===== src/design/mem_pkg.sv =====
// ~~~~~~~~~~~~~~~~~~~~
// shared memory subsystem package
// sizes, address map, enums and bus structs for the scratchpad
// ~~~~~~~~~~~~~~~~~~~~
`default_nettype none

package mem_pkg;

  // word and memory sizes
  localparam int DATA_W     = 32;
  localparam int STRB_W     = DATA_W / 8;
  localparam int MEM_WORDS  = 256;
  localparam int MEM_ADDR_W = 8;
  localparam int AXI_ADDR_W = 12;

  // byte address map: [11:10] region, [9:2] word, [1:0] ignored
  localparam int WORD_LSB   = 2;
  localparam int REGION_LSB = 10;
  localparam int REGION_W   = 2;

  // region decode, every region aliases the same words
  typedef enum logic [1:0] {
    MEM_OP_WRITE = 2'd0,
    MEM_OP_SET   = 2'd1,
    MEM_OP_CLEAR = 2'd2,
    MEM_OP_BAD   = 2'd3
  } mem_op_e;

  typedef enum logic [1:0] {
    RESP_OKAY   = 2'd0,
    RESP_SLVERR = 2'd2
  } axi_resp_e;

  typedef enum logic [1:0] {
    PORT_IDLE,
    PORT_WAIT_GRANT,
    PORT_READ_DATA,
    PORT_RESP
  } port_state_e;

  // one access to the 1rw memory
  typedef struct packed {
    logic                  valid;
    logic                  we;
    logic [MEM_ADDR_W-1:0] addr;
    logic [DATA_W-1:0]     wdata;
    logic [DATA_W-1:0]     wmask;
  } mem_req_t;

  // master to slave
  typedef struct packed {
    logic                  awvalid;
    logic [AXI_ADDR_W-1:0] awaddr;
    logic                  wvalid;
    logic [DATA_W-1:0]     wdata;
    logic [STRB_W-1:0]     wstrb;
    logic                  bready;
    logic                  arvalid;
    logic [AXI_ADDR_W-1:0] araddr;
    logic                  rready;
  } axil_req_t;

  // slave to master
  typedef struct packed {
    logic              awready;
    logic              wready;
    logic              bvalid;
    axi_resp_e         bresp;
    logic              arready;
    logic              rvalid;
    logic [DATA_W-1:0] rdata;
    axi_resp_e         rresp;
  } axil_rsp_t;

endpackage

`default_nettype wire


===== src/design/axil_mem_port.sv =====
// ~~~~~~~~~~~~~~~~~~~~
// AXI4-Lite slave port for the shared scratchpad
// decodes the region, builds masked memory requests, holds responses
// ~~~~~~~~~~~~~~~~~~~~
`timescale 1ns/1ps
`default_nettype none

module axil_mem_port (
  input  logic                       clk_i,
  input  logic                       rst_i,
  input  mem_pkg::axil_req_t         axil_i,
  output mem_pkg::axil_rsp_t         axil_o,
  output mem_pkg::mem_req_t          mem_req_o,
  input  logic                       grant_i,
  input  logic [mem_pkg::DATA_W-1:0] mem_rdata_i
);

  mem_pkg::port_state_e           state_q;
  mem_pkg::mem_op_e               wr_op;
  mem_pkg::mem_op_e               rd_op;
  logic                           wr_pair;
  logic                           wr_take;
  logic                           rd_take;
  logic [mem_pkg::DATA_W-1:0]     strb_mask;
  logic [mem_pkg::DATA_W-1:0]     new_wdata;
  logic [mem_pkg::DATA_W-1:0]     new_wmask;

  // held request payload
  logic                           req_we_q;
  logic [mem_pkg::MEM_ADDR_W-1:0] addr_q;
  logic [mem_pkg::DATA_W-1:0]     wdata_q;
  logic [mem_pkg::DATA_W-1:0]     wmask_q;

  // response
  logic                           bvalid_q;
  logic                           rvalid_q;
  mem_pkg::axi_resp_e             resp_q;
  logic [mem_pkg::DATA_W-1:0]     rdata_q;

  assign wr_op = mem_pkg::mem_op_e'(axil_i.awaddr[mem_pkg::REGION_LSB +: mem_pkg::REGION_W]);
  assign rd_op = mem_pkg::mem_op_e'(axil_i.araddr[mem_pkg::REGION_LSB +: mem_pkg::REGION_W]);

  // AW and W are only taken together, writes win over reads
  assign wr_pair = axil_i.awvalid & axil_i.wvalid;
  assign wr_take = (state_q == mem_pkg::PORT_IDLE) & wr_pair;
  assign rd_take = (state_q == mem_pkg::PORT_IDLE) & ~wr_pair & axil_i.arvalid;

  always_comb
  begin
    for (int i = 0; i < mem_pkg::STRB_W; i++)
    begin
      strb_mask[8*i +: 8] = {8{axil_i.wstrb[i]}};
    end
  end

  // set and clear aliases use write data as the bit mask
  always_comb
  begin
    case (wr_op)
      mem_pkg::MEM_OP_SET:
      begin
        new_wdata = '1;
        new_wmask = axil_i.wdata;
      end
      mem_pkg::MEM_OP_CLEAR:
      begin
        new_wdata = '0;
        new_wmask = axil_i.wdata;
      end
      default:
      begin
        new_wdata = axil_i.wdata;
        new_wmask = strb_mask;
      end
    endcase
  end

  always_ff @(posedge clk_i)
  begin
    if (rst_i)
    begin
      state_q  <= mem_pkg::PORT_IDLE;
      bvalid_q <= 1'b0;
      rvalid_q <= 1'b0;
    end
    else
    begin
      case (state_q)
        mem_pkg::PORT_IDLE:
        begin
          // bad region skips the memory and answers next cycle
          if (wr_take)
          begin
            if (wr_op == mem_pkg::MEM_OP_BAD)
            begin
              bvalid_q <= 1'b1;
              state_q  <= mem_pkg::PORT_RESP;
            end
            else
            begin
              state_q <= mem_pkg::PORT_WAIT_GRANT;
            end
          end
          else if (rd_take)
          begin
            if (rd_op == mem_pkg::MEM_OP_BAD)
            begin
              rvalid_q <= 1'b1;
              state_q  <= mem_pkg::PORT_RESP;
            end
            else
            begin
              state_q <= mem_pkg::PORT_WAIT_GRANT;
            end
          end
        end
        mem_pkg::PORT_WAIT_GRANT:
        begin
          if (grant_i)
          begin
            if (req_we_q)
            begin
              bvalid_q <= 1'b1;
              state_q  <= mem_pkg::PORT_RESP;
            end
            else
            begin
              state_q <= mem_pkg::PORT_READ_DATA;
            end
          end
        end
        mem_pkg::PORT_READ_DATA:
        begin
          rvalid_q <= 1'b1;
          state_q  <= mem_pkg::PORT_RESP;
        end
        default:
        begin
          if ((bvalid_q && axil_i.bready) || (rvalid_q && axil_i.rready))
          begin
            bvalid_q <= 1'b0;
            rvalid_q <= 1'b0;
            state_q  <= mem_pkg::PORT_IDLE;
          end
        end
      endcase
    end
  end

  always_ff @(posedge clk_i)
  begin
    if (wr_take)
    begin
      req_we_q <= 1'b1;
      addr_q   <= axil_i.awaddr[mem_pkg::WORD_LSB +: mem_pkg::MEM_ADDR_W];
      wdata_q  <= new_wdata;
      wmask_q  <= new_wmask;
      resp_q   <= (wr_op == mem_pkg::MEM_OP_BAD) ? mem_pkg::RESP_SLVERR : mem_pkg::RESP_OKAY;
    end
    else if (rd_take)
    begin
      req_we_q <= 1'b0;
      addr_q   <= axil_i.araddr[mem_pkg::WORD_LSB +: mem_pkg::MEM_ADDR_W];
      resp_q   <= (rd_op == mem_pkg::MEM_OP_BAD) ? mem_pkg::RESP_SLVERR : mem_pkg::RESP_OKAY;
      rdata_q  <= '0;
    end
    // memory output is ours only the cycle after our read grant
    if (state_q == mem_pkg::PORT_READ_DATA)
    begin
      rdata_q <= mem_rdata_i;
    end
  end

  assign mem_req_o.valid = (state_q == mem_pkg::PORT_WAIT_GRANT);
  assign mem_req_o.we    = req_we_q;
  assign mem_req_o.addr  = addr_q;
  assign mem_req_o.wdata = wdata_q;
  assign mem_req_o.wmask = wmask_q;

  assign axil_o.awready = wr_take;
  assign axil_o.wready  = wr_take;
  assign axil_o.bvalid  = bvalid_q;
  assign axil_o.bresp   = resp_q;
  assign axil_o.arready = (state_q == mem_pkg::PORT_IDLE) & ~wr_pair;
  assign axil_o.rvalid  = rvalid_q;
  assign axil_o.rdata   = rdata_q;
  assign axil_o.rresp   = resp_q;

endmodule

`default_nettype wire


===== config.mk =====
export PLATFORM = sky130hd
export DESIGN_NAME = axil_mem_port
export DESIGN_NICKNAME = d
export VERILOG_FILES = /design/src/design/mem_pkg.sv /design/src/design/axil_mem_port.sv
export SDC_FILE = /design/constraint.sdc
export NUM_CORES = 1
export LEC_CHECK = 0
export BUFFER_PORTS_ARGS = -buffer_cell sky130_fd_sc_hd__buf_4
export CELL_PAD_IN_SITES_DETAIL_PLACEMENT = 1
export CELL_PAD_IN_SITES_GLOBAL_PLACEMENT = 2
export CORE_ASPECT_RATIO = 1.75
export CORE_MARGIN = 10
export CORE_UTILIZATION = 30
export DETAILED_ROUTE_END_ITERATION = 8
export PLACE_DENSITY_LB_ADDON = 0.2
export SLEW_MARGIN = 20
export SYNTH_ARGS = -nofsm -noshare
export SYNTH_HDL_FRONTEND = slang
export SYNTH_SLANG_ARGS = --single-unit

===== constraint.sdc =====
create_clock -name clk_i -period 3.86 [get_ports clk_i]
set_input_delay 0.579 -clock clk_i [delete_from_list [all_inputs] [get_ports clk_i]]
set_output_delay 0.579 -clock clk_i [all_outputs]
set_load 0.02 [all_outputs]

# == Word level (Yosys, flattened, before mapping) ==
# Cells that the tools add are included.
# classes
eq_ne,15
muxes,29
bitwise,7
reduce_logical,14
# op_table
op,count
$mux W32,4
$pmux W32 S2,1
$mux W2,10
$mux W8,2
$ne A2 B1 Y1 const B,5
$mux W1,9
$eq A2 B2 Y1 const B,4
$ne A2 B2 Y1 const B,3
$pmux W1 S3,2
$pmux W2 S3,1
$reduce_and A6 Y1,1
$reduce_bool A3 Y1,2
$reduce_and A5 Y1,1
$and A1 B1 Y1,4
$eq A2 B1 Y1 const B,2
$reduce_bool A2 Y1,2
$reduce_bool A4 Y1,1
$ne A3 B3 Y1 const B,1
$not A1 Y1,3
$reduce_and A3 Y1,1
$logic_and A1 B1 Y1,2
$logic_not A2 Y1,1
$reduce_and A2 Y1,1
$reduce_or A2 Y1,1
$logic_or A1 B1 Y1,1
# word_totals
register_bits,111
inputBits,100
output_inout_bits,115
elab_cells,74

# == Longest topological paths before layout ==
# logic_depth
depth_word,7
ltp_mapped,8
mapped_depth_nobuf,7

# == Least setup slack after synthesis ==
# No wires, ideal clock.
# synth_timing
kind,input-to-output
start,input port axil_i[64] (netlist name)
end,output port axil_o[39] (netlist name)
arrival_ps,2046
t_required_ps,3281
setup_slack_ps,1235
cell_stages,5
n_path_buf,2
cell_sequence,and2_4 > nand2_1 > inv_1 > buf_2 > buf_4
# synth_between
elab_chain_cells,2
# synth_rtl
item,line_no,source
start: declaration,axil_mem_port.sv:11,"input mem_pkg::axil_req_t axil_i,"
$and A1 B1 Y1,axil_mem_port.sv:44,assign wr_pair = axil_i.awvalid & axil_i.wvalid;
$and A1 B1 Y1,axil_mem_port.sv:45,assign wr_take = (state_q == mem_pkg::PORT_IDLE) & wr_pair;
end: declaration,axil_mem_port.sv:12,"output mem_pkg::axil_rsp_t axil_o,"
# No other way between the ends.

==> out/metrics.yaml <==
status: "finished, final reports clean"
n_antenna_cell: 0
leakage_nw: 3.03
vias: 3440
syn_area_per_cell_um2: 12.2
postCtsHoldBufs: 0
worstPathRequired_ns: 3.28
core-area_um2: 14900
min_period_ns: 3.03
yosys_warnings: 0
synthCells: 376
clock-sinks: 110
fin_crit_sh: 0.784
yosys.area.top_type: "edfxtp_1"
wire_per_inst_um: 19.7
clk_latency_ns: 0.35
finish.utilization: 0.442
dieArea_um2: 20800
placedCellCount: 749
worstMarginPinSlew_ns: 0.762
vdd_drop_max_mv: 0.294
synth.most_common_cell: "edfxtp_1"
synth_top_area_frac: 0.688
async_reset_ff_frac: 0
h-tree-depth: 3
synth_cell_types: 30
cts_buffers: 9
cts_resized: 0
p_total_mw: 3.91
hold_viol: 0
grt_overflow: 0
fin_setup_tns_ns: 0
drive_gt1_frac: 0.405
rr_worst_depth: 5
ant_nets: 0
crit_fanout: 36
ys_ff_latch: 110
maxCapViolations: 0
critPathCaptureType: "output port"
worstSetupStartpointType: "flop"
gp_congestion: 0.741
grt_first_pass_wirelength_um: 22400
post_cts_buffers: 0
io_pins: 215
grt_use_total: 0.141
clockBufferDepth: 2
fin_cells: 765
synth_edf_count: 105
synth_area_um2: 4590
grt_max_degree: 47
ys_seq_area_frac: 0.709
synthToLayoutAreaGrowth_pct: 43.8
antenna_found_initial: 0
clk_pin_slew_ns: 0.08
dp_hpwl_um: 11700
hold_class: "input pin to flop"
skew_ns: 0.0128
grt_pass1_vias: 3723
start_util: 0.308
drt_iter0_drc: 86
nets: 684
synthTopCellsByCount: "edfxtp_1, nand2_1, inv_1"
cts_tree: "built"
drc: 0
via_per_inst: 4.50
slew_headroom: 0.492
placementRows: 59
die_x_um: 113
reg2reg_slack_ns: 1.26
max_freq_ghz: 0.330
slew_violations: 0
drt-pass1-iter-count: 5
port_buffers: 208
yosys_most_used_dff: "edfxtp_1"
p_per_area_nw_per_um2: 593
min_path_cells: 2
rsz0062_at_grt: "no"
setup_viol: 0
worstPathArrival_ns: 2.45
drt_wl_total_um: 15000
path_class: "flop to output port"
synth_top_cells_by_area: "edfxtp_1, nand2_1, and2_1, o21ai_0, inv_1"
cts_root_buffer: "clkbuf_16"
die_y_um: 184
==> path summary, 6_finish.rpt <==
| check | start | endpoint |
|---|---|---|
| setup / recovery | state_q[0]$_SDFFE_PP0P_ | axil_o[40] |
| hold / removal | rst_i | bvalid_q$_SDFFE_PP0P_ |
| setup reg to reg | state_q[0]$_SDFFE_PP0P_ | wmask_q[10]$_DFFE_PN_ |
| hold reg to reg | bvalid_q$_SDFFE_PP0P_ | bvalid_q$_SDFFE_PP0P_ |
==> registers in the layout, indices dropped and copies added, names as in the netlist <==
name	count
rvalid_q	1
state_q	2
addr_q	8
resp_q	1
wmask_q	32
wdata_q	32
rdata_q	32
bvalid_q	1
req_we_q	1
==> power by group <==
group,switching (mW),leakage (nW),internal [mW]
Combinational,0.774,1.84,0.470
Clock,0.454,0.147,0.517
Sequential,0.0760,1.04,1.62
Total,1.30,3.03,2.61
==> kinds of logic (layout without fill, tap and decap cells) <==
kind of cell | count (synthesis) | in the layout | share of synthesized area
compound gates | 48 | 48 | 0.0641
fa+ha+maj | 7 | 7 | 0.0191
simple gates | 148 | 148 | 0.144
mux | 1 | 1 | 0.00218
other cells | 1 | 2 | 0.000818
buf+inv | 61 | 266 | 0.0600
flops | 110 | 110 | 0.709
==> layout by cell type, fill, tap and decap left out, drive strengths merged, types with 3 or more instances in the layout <==
cell type	n
buf	214
edfxtp	105
nand2	104
inv	39
o21ai	34
and2	34
clkbuf	10
ha	7
dfxtp	5
nand3	4
a21oi	3
==> metal layers <==
| layer | up-vias | track usage | routed length, µm |
|---|---|---|---|
| li1 | 1653 | - | - |
| met1 | 1664 | 0.137 | 5190 |
| met2 | 109 | 0.272 | 8710 |
| met3 | 14 | 0.0408 | 888 |
| met4 | 0 | 0.0443 | 249 |
| met5 | - | 0 | 0 |
==> layout make-up <==
| cell class | count | area [µm²] |
|---|---|---|
| Inverter | 36 | 135 |
| Tap cell | 183 | 229 |
| Clock inverter | 6 | 77.6 |
| Fill cell | 1663 | 8320 |
| Clock buffer | 10 | 229 |
| Timing Repair Buffer | 214 | 1610 |
| Multi-Input combinational cell | 206 | 1060 |
| Sequential cell | 110 | 3250 |
==> worst max-delay path, cell delays in order (launching register included) <==
cell     delay [ns]
dfxtp_1        0.33
inv_1          0.13
ha_1           0.36
nand2_1        0.33
inv_2          0.65
buf_4          0.27
==> per-stage QoR <==
stage          setup WS [ns]  hold WS, ns  instance area, µm²
4_1_cts                0.761        0.430                6590
2_1_floorplan           1.24        0.449                4590
3_5_place_dp            1.15        0.493                6290
3_3_place_gp            1.26        0.478                6290
6_report               0.832        0.441                6590
5_1_grt                0.589        0.443                6590
Power figures use the tool's default switching activity.
