--- src/design/mem_pkg.sv ---
// ~~~~~~~~~~~~~~~~~~~~
// shared memory subsystem package
// sizes, address map, enums and bus structs for the scratchpad
// ~~~~~~~~~~~~~~~~~~~~
`default_nettype none

package mem_pkg;

  // word and memory sizes
  localparam int DATA_W     = 32;
  localparam int STRB_W     = DATA_W / 8;
  localparam int MEM_WORDS  = 256;
  localparam int MEM_ADDR_W = 8;
  localparam int AXI_ADDR_W = 12;

  // byte address map: [11:10] region, [9:2] word, [1:0] ignored
  localparam int WORD_LSB   = 2;
  localparam int REGION_LSB = 10;
  localparam int REGION_W   = 2;

  // region decode, every region aliases the same words
  typedef enum logic [1:0] {
    MEM_OP_WRITE = 2'd0,
    MEM_OP_SET   = 2'd1,
    MEM_OP_CLEAR = 2'd2,
    MEM_OP_BAD   = 2'd3
  } mem_op_e;

  typedef enum logic [1:0] {
    RESP_OKAY   = 2'd0,
    RESP_SLVERR = 2'd2
  } axi_resp_e;

  typedef enum logic [1:0] {
    PORT_IDLE,
    PORT_WAIT_GRANT,
    PORT_READ_DATA,
    PORT_RESP
  } port_state_e;

  // one access to the 1rw memory
  typedef struct packed {
    logic                  valid;
    logic                  we;
    logic [MEM_ADDR_W-1:0] addr;
    logic [DATA_W-1:0]     wdata;
    logic [DATA_W-1:0]     wmask;
  } mem_req_t;

  // master to slave
  typedef struct packed {
    logic                  awvalid;
    logic [AXI_ADDR_W-1:0] awaddr;
    logic                  wvalid;
    logic [DATA_W-1:0]     wdata;
    logic [STRB_W-1:0]     wstrb;
    logic                  bready;
    logic                  arvalid;
    logic [AXI_ADDR_W-1:0] araddr;
    logic                  rready;
  } axil_req_t;

  // slave to master
  typedef struct packed {
    logic              awready;
    logic              wready;
    logic              bvalid;
    axi_resp_e         bresp;
    logic              arready;
    logic              rvalid;
    logic [DATA_W-1:0] rdata;
    axi_resp_e         rresp;
  } axil_rsp_t;

endpackage

`default_nettype wire

--- src/design/mem_port_arbiter.sv ---
// ~~~~~~~~~~~~~~~~~~~~
// two-port round-robin arbiter
// grants one request per cycle and drives it onto the memory
// ~~~~~~~~~~~~~~~~~~~~
`timescale 1ns/1ps
`default_nettype none

module mem_port_arbiter (
  input  logic              clk_i,
  input  logic              rst_i,
  input  mem_pkg::mem_req_t req0_i,
  input  mem_pkg::mem_req_t req1_i,
  output logic              grant0_o,
  output logic              grant1_o,
  output mem_pkg::mem_req_t mem_req_o
);

  // 0 favors port 0, 1 favors port 1
  logic              prio_q;
  logic              grant0;
  logic              grant1;

  // a lone requester always wins, a tie goes to the favored port
  assign grant0 = req0_i.valid & (~req1_i.valid | ~prio_q);
  assign grant1 = req1_i.valid & (~req0_i.valid | prio_q);

  // the port just served loses priority
  always_ff @(posedge clk_i)
  begin
    if (rst_i)
    begin
      prio_q <= 1'b0;
    end
    else if (grant0)
    begin
      prio_q <= 1'b1;
    end
    else if (grant1)
    begin
      prio_q <= 1'b0;
    end
  end

  always_comb
  begin
    if (grant0)
    begin
      mem_req_o = req0_i;
    end
    else if (grant1)
    begin
      mem_req_o = req1_i;
    end
    else
    begin
      // no requester, the memory sees an invalid request
      mem_req_o = '0;
    end
  end

  assign grant0_o = grant0;
  assign grant1_o = grant1;

endmodule

`default_nettype wire

--- config.mk ---
export PLATFORM = sky130hd
export DESIGN_NAME = mem_port_arbiter
export DESIGN_NICKNAME = d
export VERILOG_FILES = /design/src/design/mem_pkg.sv /design/src/design/mem_port_arbiter.sv
export SDC_FILE = /design/constraint.sdc
export NUM_CORES = 1
export LEC_CHECK = 0
export BUFFER_PORTS_ARGS = -buffer_cell sky130_fd_sc_hd__clkbuf_2
export CAP_MARGIN = 40
export CORE_AREA = 8 8 80 82
export DETAILED_ROUTE_END_ITERATION = 7
export DIE_AREA = 0 0 88 90
export MAX_ROUTING_LAYER = met4
export PLACE_DENSITY_LB_ADDON = 0.25
export SYNTH_ARGS = -nofsm -noshare
export SYNTH_HDL_FRONTEND = slang
export SYNTH_SLANG_ARGS = --single-unit
--- constraint.sdc ---
create_clock -name clk_i -period 3.3 [get_ports clk_i]
set_input_delay 0.66 -clock clk_i [delete_from_list [all_inputs] [get_ports clk_i]]
set_output_delay 0.66 -clock clk_i [all_outputs]
set_load 0.005 [all_outputs]
# Word-level counts from Yosys, hierarchy flattened
# Index checks and enable logic that the tools add are counted.
# totals
output_inout_bits	76
in_bits	150
register_bits	1
# classes
bitwise	7
muxes	4
reduce_logical	1
# op_table
operator	count
$mux 74	2
$not 1->1	3
$and 1x1->1	2
$mux 1	2
$or 1x1->1	2
$reduce_bool 2->1	1

# Logic depth before layout (Yosys ltp)
# Gate-level depths: netlist of run 1.
# logic_depth
ltp_word	5
mapped_depth	4
mapped_depth_nobuf	2

# Least setup slack after synthesis of run 1
# Ideal clock, no wire load.
# synth_path
kind	input port to output port
start	in req0_i[73] (netlist bit)
end	out mem_req_o[10] (netlist bit)
t_arrival_ns	1.273
path_buffers	2
t_required_ns	2.640
stages	4
setup_slack_ns	1.367
path_cell_list	a21boi_2 buf_6 buf_6 a32o_1
# synth_rtl
element	line_no	source
from (decl)	mem_port_arbiter.sv:11	input mem_pkg::mem_req_t req0_i,
to (decl)	mem_port_arbiter.sv:15	output mem_pkg::mem_req_t mem_req_o

==> results.md, run 1 <==
Layout:
- The final layout contains 460 nets.
- The number of antenna diodes in the final layout is 0.
- From synthesis to final layout, the design area changed by 106%.
- The top register by number of flip-flops is prio_q.
- The fraction of final layout cells with drive strength greater than 1 is 0.747.
- In the final layout, the registers with the most flip-flops are prio_q: 1 flops.
- The number of flip-flops under the largest register name is 1.

CTS:
- The clock transition at the registers of the reported paths is 0 ns.
- The post-CTS repair timing setup buffer count is 0.
- The total of hold buffers inserted after clock tree synthesis is 0.
- The number of gates resized after CTS was 0.
- The insertion delay of the later-clocked pin in the worst-skew pair is 0 ns.

Die:
- The region available for standard cell placement spans approximately 5200 sq um.
- The floorplan step defined a die boundary enclosing ~8000 sq um.
- For this configuration, the core starts out at a cell density of 0.190.
- The row count is 27.
- The height of the die is roughly 90 microns.
- The number of top-level pins is approximately 230.
- The horizontal die dimension is 88 microns.

Place:
- In this run the tool buffered the top-level ports with approximately 230 buffer cells.
- The final HPWL from detailed placement is roughly 5.9 mm.
- Routability-driven placement finished with a final weighted congestion of 0.734.
- OpenSTA, run right after detailed placement, puts the worst setup slack at 0.834 ns.

Outcome:
- The run finished with clean final reports.

GRT:
- The global-route usage over all layers is 0.163.
- The initial antenna violation count is 0.
- The via count of the first global-routing pass is between 1,500 and 2,000.
- The pin count of the biggest net entering global routing is 77.
- The total global routing overflow is 0.
- The first-pass GRT wire length is 10.4 mm.

Setup path:
- The worst setup path is captured at an output port.
- The number of cell instances on the worst register-to-register path is 2.
- The highest cell delay on the worst timing path is a little under 0.6 ns.
- The worst register-to-register path begins at prio_q.
- The arrival time reported for the critical path endpoint is roughly 1.8 ns.
- Of all nets on the critical path, the largest fanout is 76.
- The capture instance of the worst register-to-register path is prio_q.
- By instance count, the cell type seen most on the critical path is clkbuf_2.
- For the worst setup path, the data required time is ~2.6 ns.
- The worst setup path category is primary input to output port.
- The worst setup path is launched from a primary input.
- The most critical setup path has its endpoint at mem_req_o[53].
- Traced cell by cell, the critical path runs through clkbuf_2, buf_4, a32o_1, clkbuf_2.
- The critical path's slowest cell is buf_4.
- The worst-case register-to-register setup slack is between 1.5 and 2 ns.
- The critical path startpoint is req1_i[73].

Detailed routing:
- The first detailed-routing pass took 4 iterations.
- After detailed routing, the number of remaining DRC violations is 0.
- The number of DRC markers in iteration 0 is 84.
- The final layout contains routed wiring with a total length of 7.08 mm.
- The routed length per placed instance is around 19 microns.
- The post-route antenna net violation count is 0.
- Summing over every cut layer, the via total after detailed routing is between 1,500 and 2,000.
- After detailed routing, the number of vias per cell comes to roughly 5.

Pwr:
- The power density over the cells is 164 nW/um^2.
- Of the total power, combinational logic draws 0.957.
- Summed over all cells, the static leakage comes to 1.16 nW.
- Of the total power, the share spent switching nets is 0.433.
- The clock share of power is 0.
- The worst-case IR drop observed on VDD is 101 uV.
- The switching component of the power is about 0.15 mW.
- The share of total power in sequential cells is 0.043.
- The internal portion of the total power is ~0.19 mW.

Timing:
- Timing would allow up to around 400 MHz.
- For the final routed database, the setup TNS stands at 0 ns.
- The minimum clock period is between 2 and 2.5 ns.
- The worst pin sits at a relative slew slack of 0.493.
- The max-slew violation count came to 0.
- The final setup skew is 0 ns.
- The slew at the pin closest to its max-slew limit is 0.761 ns.
- In the finished design, the share of the clock period the worst path needs comes to 0.749.
- Setup slack closes at about 0.83 ns.
- The final hold violation count is 0.
- Hold timing on the final database bottoms out at a slack of approximately 0.53 ns.
- Setup repair after global routing left no endpoint under its margin.
- The count of endpoints failing setup in the final report is 0.

Logic synthesis:
- The number of nets in the synthesized netlist is between 200 and 300.
- The number of warnings reported in the yosys synthesis log is 0.
- After synthesis the netlist holds a flip-flop and latch count of 1.
- The fraction of the yosys area taken by sequential cells is 0.0201.
- In the synthesized netlist, the number of instances is between 100 and 150.
- The total standard cell area after synthesis is about 1000 sq um.
- Each instance of the synthesized netlist takes up on average approximately 9.6 sq um.
- Counting distinct cell types in the post-synthesis netlist gives 11.

Flow run:
- The number of max-cap violations is 0.

Min path:
- The type of the most critical hold path is register to register.
synth_stat cells:
cell type	number	area, sq um
buf_2	6	30.0
a21boi_2	1	11.3
and2_1	1	6.26
a32o_1	73	731
dfxtp_1	1	20.0
a21oi_1	1	5.00
or2_1	1	6.26
nand2b_4	1	13.8
nand2b_1	1	6.26
clkbuf_1	5	18.8
buf_6	13	146
critical path: cells and delay by family:
kind,cells,cell delay [ns]
AOI/OAI and AO/OA,1,0.29
buffers and inverters,3,0.83
cell usage in the layout (no fill, tap or decap):
master	n
a21boi_4	1
a21oi_1	1
a32o_1	73
and2_1	1
buf_4	3
clkbuf_2	225
dfxtp_1	1
nand2b_1	1
nand2b_4	1
or2_1	1
power groups by stage:
stage                     Clock [mW]  Combinational, mW  Sequential [mW]
after floorplan                    0              0.160           0.0139
after global placement             0              0.325           0.0145
after detailed placement           0              0.327           0.0145
after CTS                          0              0.328           0.0145
after global routing               0              0.353           0.0147
final                              0              0.322           0.0145
per-stage QoR:
stage / area, sq um / cells / total power [mW] / util
floorplan: 995 / 104 / 0.174 / -
global placement: 2050 / 380 / 0.340 / 0.391
detailed placement: 2050 / 380 / 0.341 / 0.391
CTS: 2050 / 380 / 0.342 / 0.391
global route: 2050 / 380 / 0.367 / 0.391
finish: 2050 / 380 / 0.336 / 0.391
metal layers:
layer / vias up / track usage / part of all wire
met5: - / - / 0
met4: 0 / 0 / 0
met3: 0 / 0.0464 / 0.10
met2: 115 / 0.305 / 0.53
met1: 874 / 0.172 / 0.37
li1: 917 / - / -
cell type report:
class                   instances  area (sq um)
multi-input cells              79           787
fillers                       562          3190
flip-flops and latches          1          20.0
repair buffers                228          1150
well taps                      72          90.1
kinds of logic (layout without fill, tap and decap cells):
group,after synthesis,in the layout,synth area share
flip-flops,1,1,0.0201
buffers and inverters,24,228,0.196
AND/OR/NAND/NOR,4,4,0.0327
AO/OA/AOI/OAI,75,75,0.751
worst min-delay path by stage:
stage / from / to / slack [ns] / cells past startpoint
5_1_grt: prio_q / prio_q / 0.56 / 2
3_3_place_gp: prio_q / prio_q / 0.53 / 2
6_report: prio_q / prio_q / 0.53 / 2
3_5_place_dp: prio_q / prio_q / 0.53 / 2
4_1_cts: prio_q / prio_q / 0.53 / 2
2_1_floorplan: prio_q / prio_q / 0.47 / 2
Power figures use the tool's default switching activity.
==> inputs of run 2 (changes only) <==
- CORE_AREA: 8 8 80 82 -> 8 8 81 83
- DIE_AREA: 0 0 88 90 -> 0 0 89 91
- clock period: 3.3 -> 2.3 ns (I/O delays scaled with it)
==> run 2 against run 1 <==
Compared with the run above:
- setup slack worse by 0.43 ns
- critical endpoint is now mem_req_o[41]
- critical path type unchanged
- hold slack improved by 0.0034 ns
- clock skew unchanged
- flip-flop and latch count stayed put
- die area up 2.3%
- combinational power is 48% higher
- register-to-register slack got worse by 0.66 ns
- first-iteration DRC count down 25%
- cell area up 2.9%
==> results.md, run 2 (synthesized netlist as in run 1, its figures left out) <==
Detailed routing:
- The post-detailed-routing wire length was 7.05 mm (-0.31%).
- The number of DRC markers in iteration 0 came to 63 (-25%).
- The post-route antenna net violation count was 0 (unchanged).
- The routed length per placed instance was 18.4 microns (-1.1%).
- The number of design rule violations left after detail routing came to 0 (unchanged).
- The number of detailed-routing iterations run before antenna repair is 4 (unchanged).
- The via density per instance is 5.02 (+0.10%).
- The via count was 1,923 (+0.89%).

Timing:
- The highest clock frequency the design can meet is 527 MHz.
- The slew at the pin closest to its max-slew limit was 0.335 ns (-0.425 ns).
- The total negative setup slack is 0 ns (unchanged).
- The final hold violation count came to 0 (unchanged).
- The minimum clock period is about 1.9 ns.
- The fraction of the cycle the final worst path needs is 0.826.
- The count of endpoints failing setup in the final report came to 0 (unchanged).
- The worst hold margin is 0.529 ns (+0.00341 ns).
- The relative max-transition margin came to 0.776 (+0.283).
- The final setup skew is 0 ns (unchanged).
- The max-slew violation count is 0 (unchanged).
- Setup repair after global routing left no endpoint under its margin.

Layout:
- The final antenna diode count is 0 (unchanged).
- The top register by number of flip-flops is prio_q.
- The synthesis-to-layout area growth is 112%.
- In the layout the commonest cells are clkbuf_2, a32o_1, buf_12, buf_4.
- The fraction of final layout cells with drive strength greater than 1 is 0.749 (+0.00244).
- The number of fill cells was 597 (+6.2%).
- The number of nets in the final layout is 463 (+0.65%).
- The most common cell after layout, fill and taps aside is clkbuf_2.
- The number of flip-flops under the largest register name was 1 (unchanged).
- The largest registers in the layout are prio_q: 1 flops.

Die:
- The number of top-level pins came to 226 (unchanged).
- The initial cell density of the core came to 0.186 (-0.00361).
- The placeable core region came to 5340 sq um (+1.9%).
- The row count came to 27 (unchanged).
- The horizontal die dimension was 89 microns (+1.1%).
- The height of the die is 91 microns (+1.1%).
- The area enclosed by the die boundary was 8100 sq um (+2.3%).

CTS:
- The post-cts gate resize count was 0 (unchanged).
- The clock transition at the registers of the reported paths is 0 ns (unchanged).
- The insertion delay of the later-clocked pin in the worst-skew pair is 0 ns (unchanged).
- The total of hold buffers inserted after clock tree synthesis was 0 (unchanged).
- The post-CTS repair timing setup buffer count is 0 (unchanged).

Setup path:
- The maximum net fanout on the critical path was 30 (-61%).
- The worst-case register-to-register setup slack is 1.29 ns (-0.66 ns).
- The library cell appearing most often on the critical path is clkbuf_2.
- The endpoint kind of the worst setup timing path is an output port.
- The slowest stage of the critical path belongs to the cell a32o_1.
- The capture instance of the worst register-to-register path is prio_q.
- The arrival time reported for the critical path endpoint is 1.44 ns (-0.37 ns).
- The critical path startpoint category is a primary input.
- The startpoint of the lowest-slack register-to-register path is prio_q.
- Traced cell by cell, the critical path runs through clkbuf_2, nand2b_4, buf_12, a32o_1, clkbuf_2.
- The critical path startpoint is req0_i[73].
- The highest cell delay on the worst timing path is 0.27 ns (-0.32 ns).
- The number of cell instances on the worst register-to-register path came to 2 (unchanged).
- The required time reported for the critical path endpoint is 1.84 ns (-0.80 ns).
- The capture point of the critical path is mem_req_o[41].
- The worst setup path category is primary input to output port.

Pwr:
- The standby leakage power is 1.18 nW (+2.4%).
- The largest vdd supply drop is 136 uV (+35%).
- The total power after layout is 0.497 mW (+48%).
- The power density over the cells was 236 nW/um^2 (+44%).

Outcome:
- The flow ran to the end, and the final reports show no timing, DRC or antenna violations.

GRT:
- The via count of the first global-routing pass is 1,931 (-2.7%).
- The global-route usage over all layers is 0.160 (-0.00355).
- The initial antenna violation count is 0 (unchanged).
- The pin count of the biggest net entering global routing is 77 (unchanged).
- The first-pass GRT wire length is 10.3 mm (-0.73%).
- The total global routing overflow is 0 (unchanged).

Place:
- The weighted congestion at the end of routability-driven global placement is 0.736 (+0.16%).
- The final HPWL from detailed placement is 6.00 mm (+2.1%).
- The count of buffers from port buffering is 225 (unchanged).

Flow run:
- The number of max-cap violations is 0 (unchanged).

Min path:
- The tightest min-delay check is of the register to register type.
-- run 2: cell types whose count changed in the layout (fill, tap and decap cells not counted) --
cell	previous run	this run
buf_12	0	3
-- run 2: worst min-delay path by stage --
stage               slack, ns  cells after the start  endpoint  startpoint
floorplan                0.47                      2    prio_q      prio_q
global placement         0.52                      2    prio_q      prio_q
detailed placement       0.53                      2    prio_q      prio_q
CTS                      0.53                      2    prio_q      prio_q
global route             0.56                      2    prio_q      prio_q
finish                   0.53                      2    prio_q      prio_q
-- run 2: where the power goes --
part           switching, mW  internal, mW  total, mW
registers            0.00159        0.0190     0.0206
clock network              0             0          0
logic                  0.208         0.269      0.476
total                  0.209         0.288      0.497
-- run 2: per-stage QoR --
step	worst slack [ns]	instance area, sq um	cells	util
after floorplan	0.767	995	104	-
after global placement	0.405	2110	383	0.395
after detailed placement	0.399	2110	383	0.395
after CTS	0.395	2110	383	0.395
after global routing	0.340	2110	383	0.395
final	0.401	2110	383	0.395
-- run 2: area by class of cell --
cell class	count	area (sq um)	share of cell area
multi-input combinational	79	787	0.374
sequential	1	20.0	0.00951
tap	72	90.1	0.0428
timing repair buffer	231	1210	0.574
-- run 2: worst max-delay path: cells and delay by family --
family | cells | cell delay, ns
buf+inv | 3 | 0.49
compound gates | 1 | 0.27
simple gates | 1 | 0.21
-- run 2: layer usage --
metal / vias up / GRT usage / wire [microns]
li1: 923 / - / -
met1: 884 / 0.165 / 2520
met2: 116 / 0.304 / 3810
met3: 0 / 0.0441 / 715
met4: 0 / 0 / 0
met5: - / - / 0
==> inputs of run 3 (changes only) <==
- clock period: 2.3 -> 1.75 ns (I/O delays scaled with it)
==> run 3 against run 2 <==
Compared with the run above:
- setup slack worse by 0.31 ns
- global-route usage increased by 0.28 points
- sequential share of layout area about the same
- critical path depth unchanged
- highest routed layer is now met4
- register-to-register slack worse by 0.54 ns
- flip-flop and latch count unchanged
- clock skew stayed put
- hold slack lost 0.014 ns
- final cell count unchanged
- core utilization is 0.23 points higher
- sequential power grew 32%
- combinational power rose by 33%
==> results.md, run 3 (synthesized netlist as in run 1, its figures left out) <==
GRT:
- The initial antenna violation count is 0 (unchanged).
- The via count of the first global-routing pass is 2,022 (+4.7%).
- The pin count of the biggest net entering global routing is 57 (-26%).
- The global-route usage over all layers came to 0.163 (+0.00282).
- The total global routing overflow is 0 (unchanged).
- The first-pass GRT wire length came to 10.6 mm (+2.3%).

Setup path:
- The critical path startpoint is req0_i[73].
- The required time reported for the critical path endpoint was 1.40 ns (-0.44 ns).
- The maximum net fanout on the critical path is 49 (+63%).
- The worst register-to-register path begins at prio_q.
- The worst setup path category is primary input to output port.
- The critical path startpoint category is a primary input.
- The endpoint kind of the worst setup timing path is an output port.
- The arrival time reported for the critical path endpoint is 1.31 ns (-0.13 ns).

Pwr:
- The total power after layout was 0.661 mW (+33%).
- The largest vdd supply drop was 205 uV (+50%).
- The power density over the cells is 312 nW/um^2 (+32%).
- The standby leakage power is 1.19 nW (+0.38%).

CTS:
- The total of hold buffers inserted after clock tree synthesis is 0 (unchanged).
- The post-cts gate resize count was 0 (unchanged).
- The post-CTS repair timing setup buffer count is 0 (unchanged).
- The clock transition at the registers of the reported paths was 0 ns (unchanged).
- The insertion delay of the later-clocked pin in the worst-skew pair is 0 ns (unchanged).

Detailed routing:
- The via count is 1,886 (-1.9%).
- The via density per instance is 4.92 (-1.9%).
- The number of detailed-routing iterations run before antenna repair is 4 (unchanged).
- The routed length per placed instance is 18.7 microns (+1.4%).
- The post-route antenna net violation count came to 0 (unchanged).
- The number of design rule violations left after detail routing was 0 (unchanged).
- The number of DRC markers in iteration 0 is 63 (unchanged).
- The post-detailed-routing wire length came to 7.15 mm (+1.4%).

Layout:
- The post-route core utilization is 0.397 (+0.00234).
- In the final layout, the registers with the most flip-flops are prio_q: 1 flops.
- The top register by number of flip-flops is prio_q.
- The final antenna diode count is 0 (unchanged).
- The number of nets in the final layout is 463 (unchanged).
- The final cell count without fillers came to 383 (unchanged).
- The library cell used most frequently in the layout, excluding fill and tap cells, is clkbuf_2.
- The number of flip-flops under the largest register name was 1 (unchanged).
- The synthesis-to-layout area growth is 113%.
- The area of all placed cells without fillers is 2120 sq um (+0.59%).
- The fraction of final layout cells with drive strength greater than 1 came to 0.749 (unchanged).
- The library cells used most frequently in the layout, excluding fill and tap cells, are clkbuf_2, a32o_1, buf_12, buf_4.

Place:
- The worst slack at placement is 0.105 ns (-0.294 ns).
- The weighted congestion at the end of routability-driven global placement is 0.818 (+11%).
- The placed standard-cell area is 2120 sq um (+0.59%).
- The count of buffers from port buffering is 225 (unchanged).
- The final HPWL from detailed placement was 6.01 mm (about the same).
- The cell count after placement is 383 (unchanged).

Timing:
- Setup repair after global routing left no endpoint under its margin.
- The final hold violation count is 0 (unchanged).
- The highest clock frequency the design can meet is approximately 600 MHz.
- The count of endpoints failing setup in the final report is 0 (unchanged).
- The smallest setup slack after layout was 0.0915 ns (-0.310 ns).
- The total negative setup slack came to 0 ns (unchanged).
- The relative max-transition margin was 0.807 (+0.0303).
- The fraction of the cycle the final worst path needs is 0.948.
- The max-slew violation count is 0 (unchanged).
- The worst hold margin is 0.515 ns (-0.0141 ns).
- The final setup skew is 0 ns (unchanged).
- The slew at the pin closest to its max-slew limit came to 0.290 ns (-0.0453 ns).
- The minimum clock period is around 1.7 ns.

Die:
- The horizontal die dimension is 89 microns (unchanged).
- The height of the die was 91 microns (unchanged).
- The area enclosed by the die boundary is 8100 sq um (unchanged).
- The placeable core region is 5340 sq um (unchanged).
- The row count is 27 (unchanged).
- The number of top-level pins was 226 (unchanged).
- The initial cell density of the core is 0.186 (unchanged).

Min path:
- The worst hold path begins at rst_i.
- The type of the most critical hold path is primary input to register.

Outcome:
- The run finished with clean final reports.

Flow run:
- The number of max-cap violations is 0 (unchanged).
## run 3: changes by cell type in the layout (fill, tap and decap cells not counted)
cell    before  now
buf_12       3    4
buf_4        3    2
## run 3: layout make-up
type,count,area [sq um]
Sequential cell,1,20.0
Fill cell,589,3220
Tap cell,72,90.1
Multi-Input combinational cell,79,787
Timing Repair Buffer,231,1220
## run 3: power by group
| group | internal, mW | switching (mW) |
|---|---|---|
| Clock | 0 | 0 |
| Sequential | 0.0250 | 0.00217 |
| Combinational | 0.357 | 0.277 |
## run 3: path summary, 6_finish.rpt
check	end	slack [ns]	cells past startpoint
hold / removal	prio_q	0.51	2
hold reg to reg	prio_q	0.53	2
setup / recovery	mem_req_o[32]	0.09	5
setup reg to reg	prio_q	0.75	3
## run 3: critical path: stages
cell and delay (ns):
clkbuf_2 0.13, a21boi_4 0.26, buf_12 0.26, a32o_1 0.18, clkbuf_2 0.12
## run 3: layer usage
layer	vias to the layer above	part of all wire	wire length, microns	track usage
li1	923	-	-	-
met1	853	0.37	2670	0.168
met2	108	0.53	3780	0.308
met3	2	0.095	678	0.0441
met4	0	0.0038	27	0.00555
met5	-	0	0	-
